[config.mk]
export PLATFORM = sky130hd
export DESIGN_NAME = dcache
export DESIGN_NICKNAME = d
export VERILOG_FILES = /design/src/rtl/cache_pkg.sv /design/src/rtl/dcache_array.sv /design/src/rtl/dcache.sv
export SDC_FILE = /design/constraint.sdc
export NUM_CORES = 2
export LEC_CHECK = 0
export BUFFER_PORTS_ARGS = -buffer_cell sky130_fd_sc_hd__buf_2
export CAP_MARGIN = 20
export CORE_AREA = 2 2 389 488
export CTS_BUF_LIST = sky130_fd_sc_hd__clkbuf_8
export DETAILED_ROUTE_END_ITERATION = 6
export DIE_AREA = 0 0 391 490
export HOLD_SLACK_MARGIN = 0.05
export PLACE_DENSITY = 0.69
export SYNTH_ARGS = -nofsm -noshare
export SYNTH_HDL_FRONTEND = slang
export SYNTH_SLANG_ARGS = --single-unit
[constraint.sdc]
create_clock -name CLK -period 7.56 [get_ports CLK]
set_input_delay 0.756 -clock CLK [delete_from_list [all_inputs] [get_ports CLK]]
set_output_delay 0.756 -clock CLK [all_outputs]
set_load 0.03 [all_outputs]
[src/rtl/cache_pkg.sv]
package cache_pkg;

   // Data word moved between the datapath, the cache and memory
   typedef logic [31:0] word_t;

   // Byte address as issued by the datapath
   typedef logic [31:0] addr_t;

   // Tag field, address bits 31 to 6
   typedef logic [25:0] tag_t;

   // Set index, address bits 5 to 3
   typedef logic [2:0] set_idx_t;

   // Address bit 2 picks the word inside a two-word block

   localparam int SETS = 8;  // Tied to the width of set_idx_t

   // Word written with the net hit count at the end of a flush
   localparam addr_t COUNT_ADDR = 32'h0000_3100;

endpackage

[src/rtl/dcache_array.sv]
`timescale 1ns/100ps

module dcache_array (
   input  logic                        CLK,
   input  logic                        nRST,
   input  cache_pkg::set_idx_t         lookup_set,
   input  cache_pkg::set_idx_t         cursor_set,
   input  logic [1:0]                  way_wen,
   input  cache_pkg::tag_t             wr_tag,
   input  cache_pkg::word_t            wr_word0,
   input  cache_pkg::word_t            wr_word1,
   input  logic                        wr_dirty,
   input  logic                        wr_valid,
   input  logic                        lru_wen,
   input  logic                        lru_way,
   input  logic                        clear_all,
   output cache_pkg::tag_t  [1:0]      lk_tag,
   output logic             [1:0]      lk_valid,
   output logic             [1:0]      lk_dirty,
   output cache_pkg::word_t [1:0]      lk_word0,
   output cache_pkg::word_t [1:0]      lk_word1,
   output cache_pkg::tag_t  [1:0]      cur_tag,
   output logic             [1:0]      cur_valid,
   output logic             [1:0]      cur_dirty,
   output cache_pkg::word_t [1:0]      cur_word0,
   output cache_pkg::word_t [1:0]      cur_word1,
   output logic                        lru
);
   import cache_pkg::*;

   tag_t  tag_mem   [SETS][2];
   word_t word0_mem [SETS][2];
   word_t word1_mem [SETS][2];

   logic [SETS-1:0][1:0] valid_q;
   logic [SETS-1:0][1:0] dirty_q;
   logic [SETS-1:0]      lru_q;  // Way used most recently in each set

   always_ff @(posedge CLK)
   begin
      for (int w = 0; w < 2; w++)
      begin
         if (way_wen[w])
         begin
            tag_mem[lookup_set][w]   <= wr_tag;
            word0_mem[lookup_set][w] <= wr_word0;
            word1_mem[lookup_set][w] <= wr_word1;
         end
      end
   end

   always_ff @(posedge CLK or negedge nRST)
   begin
      if (!nRST)
      begin
         valid_q <= '0;
         dirty_q <= '0;
         lru_q   <= '0;
      end
      else if (clear_all)
      begin
         valid_q <= '0;
         dirty_q <= '0;
         lru_q   <= '0;
      end
      else
      begin
         for (int w = 0; w < 2; w++)
         begin
            if (way_wen[w])
            begin
               valid_q[lookup_set][w] <= wr_valid;
               dirty_q[lookup_set][w] <= wr_dirty;
            end
         end
         if (lru_wen)
            lru_q[lookup_set] <= lru_way;
      end
   end

   always_comb
   begin
      for (int w = 0; w < 2; w++)
      begin
         lk_tag[w]    = tag_mem[lookup_set][w];
         lk_word0[w]  = word0_mem[lookup_set][w];
         lk_word1[w]  = word1_mem[lookup_set][w];
         cur_tag[w]   = tag_mem[cursor_set][w];
         cur_word0[w] = word0_mem[cursor_set][w];
         cur_word1[w] = word1_mem[cursor_set][w];
      end
   end

   assign lk_valid  = valid_q[lookup_set];
   assign lk_dirty  = dirty_q[lookup_set];
   assign cur_valid = valid_q[cursor_set];
   assign cur_dirty = dirty_q[cursor_set];
   assign lru       = lru_q[lookup_set];

endmodule

[src/rtl/dcache.sv]
`timescale 1ns/100ps

module dcache (
   input  logic              CLK,
   input  logic              nRST,
   input  logic              dmemren,
   input  logic              dmemwen,
   input  cache_pkg::addr_t  dmemaddr,
   input  cache_pkg::word_t  dmemstore,
   input  logic              halt,
   input  cache_pkg::word_t  dload,
   input  logic              dwait,
   output cache_pkg::word_t  dmemload,
   output logic              dhit,
   output logic              flushed,
   output logic              dren,
   output logic              dwen,
   output cache_pkg::addr_t  daddr,
   output cache_pkg::word_t  dstore
);
   import cache_pkg::*;

   typedef enum logic [3:0] {
      IDLE, WB1, WB2, READ1, READ2, SCAN, FLUSH1, FLUSH2, COUNT, HALT
   } ctrl_state_t;

   ctrl_state_t        state, next_state;
   logic [3:0]         cursor, next_cursor;  // Bit 3 is the way, bits 2..0 the set
   logic signed [31:0] hit_count, next_hit_count;

   tag_t     req_tag;
   set_idx_t req_set;
   logic     req_word;
   logic     req;

   logic [1:0] way_wen;
   tag_t       wr_tag;
   word_t      wr_word0, wr_word1;
   logic       wr_dirty, wr_valid;
   logic       lru_wen, lru_way, clear_all;

   tag_t  [1:0] lk_tag, cur_tag;
   logic  [1:0] lk_valid, lk_dirty, cur_valid, cur_dirty;
   word_t [1:0] lk_word0, lk_word1, cur_word0, cur_word1;
   logic        lru;

   logic [1:0] way_match;
   logic       hit, hit_way, victim, cur_way;

   assign req_tag  = dmemaddr[31:6];
   assign req_set  = dmemaddr[5:3];
   assign req_word = dmemaddr[2];
   assign req      = dmemren || dmemwen;

   assign way_match[0] = lk_valid[0] && (lk_tag[0] == req_tag);
   assign way_match[1] = lk_valid[1] && (lk_tag[1] == req_tag);
   assign hit          = |way_match;
   assign hit_way      = way_match[1];
   assign victim       = ~lru;  // Replace the way not used last
   assign cur_way      = cursor[3];

   assign dmemload = req_word ? lk_word1[hit_way] : lk_word0[hit_way];

   dcache_array u_array (
      .CLK(CLK), .nRST(nRST),
      .lookup_set(req_set), .cursor_set(cursor[2:0]),
      .way_wen(way_wen), .wr_tag(wr_tag), .wr_word0(wr_word0), .wr_word1(wr_word1),
      .wr_dirty(wr_dirty), .wr_valid(wr_valid),
      .lru_wen(lru_wen), .lru_way(lru_way), .clear_all(clear_all),
      .lk_tag(lk_tag), .lk_valid(lk_valid), .lk_dirty(lk_dirty),
      .lk_word0(lk_word0), .lk_word1(lk_word1),
      .cur_tag(cur_tag), .cur_valid(cur_valid), .cur_dirty(cur_dirty),
      .cur_word0(cur_word0), .cur_word1(cur_word1),
      .lru(lru)
   );

   always_ff @(posedge CLK or negedge nRST)
   begin
      if (!nRST)
      begin
         state     <= IDLE;
         cursor    <= '0;
         hit_count <= '0;
      end
      else
      begin
         state     <= next_state;
         cursor    <= next_cursor;
         hit_count <= next_hit_count;
      end
   end

   always_comb
   begin
      next_state  = state;
      next_cursor = cursor;
      case (state)
         IDLE:
            if (halt)
               next_state = SCAN;
            else if (req && !hit)
               next_state = (lk_valid[victim] && lk_dirty[victim]) ? WB1 : READ1;
         WB1:    if (!dwait) next_state = WB2;
         WB2:    if (!dwait) next_state = READ1;
         READ1:  if (!dwait) next_state = READ2;
         READ2:  if (!dwait) next_state = IDLE;
         SCAN:
            if (cur_valid[cur_way] && cur_dirty[cur_way])
               next_state = FLUSH1;
            else if (cursor == 4'hf)
               next_state = COUNT;
            else
               next_cursor = cursor + 4'd1;
         FLUSH1: if (!dwait) next_state = FLUSH2;
         FLUSH2:
            if (!dwait)
            begin
               if (cursor == 4'hf)
                  next_state = COUNT;
               else
               begin
                  next_state  = SCAN;
                  next_cursor = cursor + 4'd1;
               end
            end
         COUNT:  if (!dwait) next_state = HALT;
         HALT:
            if (!halt)
            begin
               next_state  = IDLE;
               next_cursor = '0;
            end
         default: next_state = IDLE;
      endcase
   end

   always_comb
   begin
      dhit           = 1'b0;
      flushed        = 1'b0;
      dren           = 1'b0;
      dwen           = 1'b0;
      daddr          = '0;
      dstore         = '0;
      way_wen        = '0;
      wr_tag         = lk_tag[victim];  // Untouched fields are written back as read
      wr_word0       = lk_word0[victim];
      wr_word1       = lk_word1[victim];
      wr_dirty       = lk_dirty[victim];
      wr_valid       = lk_valid[victim];
      lru_wen        = 1'b0;
      lru_way        = hit_way;
      clear_all      = 1'b0;
      next_hit_count = hit_count;
      case (state)
         IDLE:
            if (!halt && req)
            begin
               if (hit)
               begin
                  dhit           = 1'b1;
                  lru_wen        = 1'b1;
                  next_hit_count = hit_count + 32'sd1;
                  if (dmemwen)
                  begin
                     way_wen[hit_way] = 1'b1;
                     wr_tag           = req_tag;
                     wr_word0         = req_word ? lk_word0[hit_way] : dmemstore;
                     wr_word1         = req_word ? dmemstore : lk_word1[hit_way];
                     wr_dirty         = 1'b1;
                     wr_valid         = 1'b1;
                  end
               end
               else
                  next_hit_count = hit_count - 32'sd1;
            end
         WB1, WB2:
         begin
            dwen   = 1'b1;
            daddr  = {lk_tag[victim], req_set, (state == WB2), 2'b00};
            dstore = (state == WB2) ? lk_word1[victim] : lk_word0[victim];
         end
         READ1:
         begin
            dren             = 1'b1;
            daddr            = {req_tag, req_set, 3'b000};
            way_wen[victim]  = !dwait;
            wr_word0         = dload;
            wr_dirty         = 1'b0;
            wr_valid         = 1'b0;  // Line stays invalid until both words arrive
         end
         READ2:
         begin
            dren             = 1'b1;
            daddr            = {req_tag, req_set, 3'b100};
            way_wen[victim]  = !dwait;
            wr_tag           = req_tag;
            wr_word1         = dload;
            wr_dirty         = 1'b0;
            wr_valid         = 1'b1;
         end
         FLUSH1, FLUSH2:
         begin
            dwen   = 1'b1;
            daddr  = {cur_tag[cur_way], cursor[2:0], (state == FLUSH2), 2'b00};
            dstore = (state == FLUSH2) ? cur_word1[cur_way] : cur_word0[cur_way];
         end
         COUNT:
         begin
            dwen   = 1'b1;
            daddr  = COUNT_ADDR;
            dstore = word_t'(hit_count);
         end
         HALT:
         begin
            flushed = 1'b1;
            if (!halt)
            begin
               clear_all      = 1'b1;
               next_hit_count = '0;
            end
         end
         default: ;
      endcase
   end

endmodule

==> qor.csv <==
metric,value,unit
Mean Syn Cell Area,15.39,um2
Die Span Y,490,um
Row Count,178,
"area leader, netlist",edfxtp_1,
Max H-tree Level,4,
final core occ,0.4484,
worst-case vdd ir drop,335.1,uV
unique cell type count in the Yosys netlist,80,
Ys Warns,0,
min Tclk post-route,6.523,ns
top-area cell type share of the netlist area,0.5810,
placed cell count,7253,
Max Slew Vio Count,0,
share of post-route cells with drive strength above 1,0.2517,
Slew @ Worst Pin,1.217,ns
Synth Flop Type,edfxtp_1,
ys async rst share,0.05263,
DR pass1 iterations,7,
Fmax,0.1533,GHz
Critical Path Start Type,primary input,
internal reg-to-reg setup slack,1.19,ns
CTS tree,built,
Starting Density,0.3979,
DRT antenna net count,0,
Core Region,187100,um2
worst-path cell chain,buf_6 > buf_4 > nor3b_2 > buf_4 > buf_4 > a22o_1 > a221oi_1 > and3_1 > nand2_1 > o21ai_0 > o22ai_1 > a21oi_1 > o21ai_0 > buf_2,
CP bufs+invs,5,
Skew-Pair Late Insertion Delay,1.02,ns
aggregate global routing overflow,0,
setup TNS,0,ns
DR vias,52550,
# setup viols final,0,
final cell count without fillers,7715,
cell chosen for the clock root,clkbuf_8,
drt first-iter violations,8472,
crit path DAT,5.77,ns
port bufs,197,
fin area,83890,um2
Max-slew headroom,0.1886,
pwr/cell area,315.8,nW/um2
critical path endpoint category,output port,
dominant cells by area after synthesis,"edfxtp_1, mux4_2, a22oi_1",
Hold Crit Class,primary input to flop,
"delay-heaviest family, CP",buffers and inverters,
worst hold margin,0.2518,ns
cell count after synthesis,4837,
number of buffers created by CTS,239,
Die Footprint,191600,um2
post-CTS sizing,0,
cell area after placement,79020,um2
failing checks,DRC,
vias in the first global route,51910,
"CTS clk-pin slew, worst paths",0.06,ns
pin count of the biggest net entering global routing,161,
wire per inst,32.81,um
P&R area growth vs syn,12.71,%
Nets,5200,
WP data required,6.80,ns
Synth Register Bits,1520,
final wirelength,253100,um
RePlAce Congestion,0.9205,
Fin. Hold Viols,0,
Clock Skew,0.08899,ns
"most used cell, CP",buf_4,
# IOs,202,
period utilisation layout,0.8628,
status,"complete, but fails checks",
HPWL Detailed,145200,um
initial antenna violation count,42,
Max Buffers Root-to-Sink,3,
Post-synth EDFFs,1440,
Fillers,16140,
P_leak,27.58,nW
die width,391,um
CP Class,primary input to output port,
total track usage,0.2574,
Sink Count,1520,
Mapped Area,74430,um2
first-pass GRT wire length,359200,um
unrepaired setup endpoints after global routing,no,
"slowest stage delay, CP",0.87,ns
Via density,6.812,
Critical Path Fanout Max,50,
CP max stage cell,buf_4,
max-cap violation count,0,
DRC viols,8,
"Seq/Total Area, Yosys",0.6079,
-- path summary, 6_finish.rpt --
path,endpoint,depth (start not counted),start
max,dstore[4],14,dmemaddr[5]
min,state[2],5,halt
max reg2reg,hit_count[16],20,u_array.tag_mem[6][23]
min reg2reg,u_array.lru_q[7],2,u_array.lru_q[7]
max in group asynchronous,state[0],3,nRST
min in group asynchronous,u_array.valid_q[8],2,nRST
-- metal layers --
layer  track usage  routed length (um)
met4        0.1190               12660
met5             0                 263
met1        0.3374               87930
met3       0.08191               38640
met2        0.3897              113600
-- stage by stage --
step	setup WS [ns]	power [mW]
2_1_floorplan	-0.7477	16.55
3_3_place_gp	0.5842	19.24
3_5_place_dp	0.5294	19.38
4_1_cts	1.114	26.37
5_1_grt	0.8941	27.33
6_report	1.037	26.49
-- sequential cells by signal (all words and copies together), names as in the netlist --
register and cells:
state 4, u_array.word1_mem 512, u_array.valid_q 16, u_array.dirty_q 16
u_array.tag_mem 416, u_array.lru_q 8, hit_count 32, cursor 4
u_array.word0_mem 512
-- Yosys cell counts, types with 37 or more instances --
cell and n:
dfrtp_1 80, and3_1 74, mux2i_1 152, nor2b_1 52, mux4_2 519, nand4_1 70, xnor2_1 41, buf_2 37
a22o_1 74, a221oi_1 87, buf_1 79, nand3_1 72, o21ai_0 276, a21o_1 45, a22oi_1 423, clkbuf_1 270
edfxtp_1 1440, nand2_1 313, nor2_1 96, a21oi_1 116
-- repair_timing --
item | 4_1_cts | 5_1_grt
endpoints found under the hold margin | 18 | 0
hold buffers | 1 | 0
buffers inserted | 0 | 0
-- area by class of cell --
type	count	area [um2]	area share
Antenna cell	16	40.04	0.0004772
Clock buffer	248	3413	0.04069
Clock inverter	196	1399	0.01667
Inverter	30	137.6	0.001641
Multi-Input combinational cell	2888	27670	0.3298
Sequential cell	1520	45260	0.5395
Tap cell	2430	3040	0.03624
Timing Repair Buffer	387	2937	0.03500
-- where the power goes --
part | switching [mW] | internal, mW | total [mW]
clock network | 3.42 | 3.66 | 7.08
registers | 0.476 | 9.99 | 10.5
logic | 5.24 | 3.70 | 8.94
-- tightest hold or removal path: cells and delay by family --
| family | cells | cell delay (ns) |
|---|---|---|
| and+or+nand+nor | 2 | 0.15 |
| buffers and inverters | 1 | 0.14 |
| AOI/OAI and AO/OA | 2 | 0.14 |
-- cell families (layout without fill, tap and decap cells) --
family,count (synthesis),count (layout),synth area share
mux,701,701,0.1820
fa+ha+maj,32,32,0.005480
other cells,1,18,0.00005038
compound gates,1269,1269,0.1191
buf+inv,430,861,0.02321
xor+xnor,68,68,0.008002
simple gates,816,816,0.05425
flops,1520,1520,0.6079
-- cells in the final DEF (no fill, tap or decap), types with 31 or more instances in the layout --
master    instances
nor2b_1          51
clkinv_1         56
a21oi_1         116
or2_1            32
clkinv_2         33
edfxtp_1       1440
nor2_1           84
nand3_1          72
nand4_1          70
and3_1           72
clkbuf_8        248
mux4_2          519
buf_4           149
o2bb2a_1         31
o21ai_0         276
a22o_1           74
a221oi_1         86
mux2i_1         152
o22ai_1          35
inv_1            98
a22oi_1         423
xnor2_1          41
dfrtp_1          75
o31ai_1          34
buf_12           40
buf_2           193
ha_1             31
nand2_1         310
a21o_1           44
No activity file was read; power rests on OpenSTA's default activity.
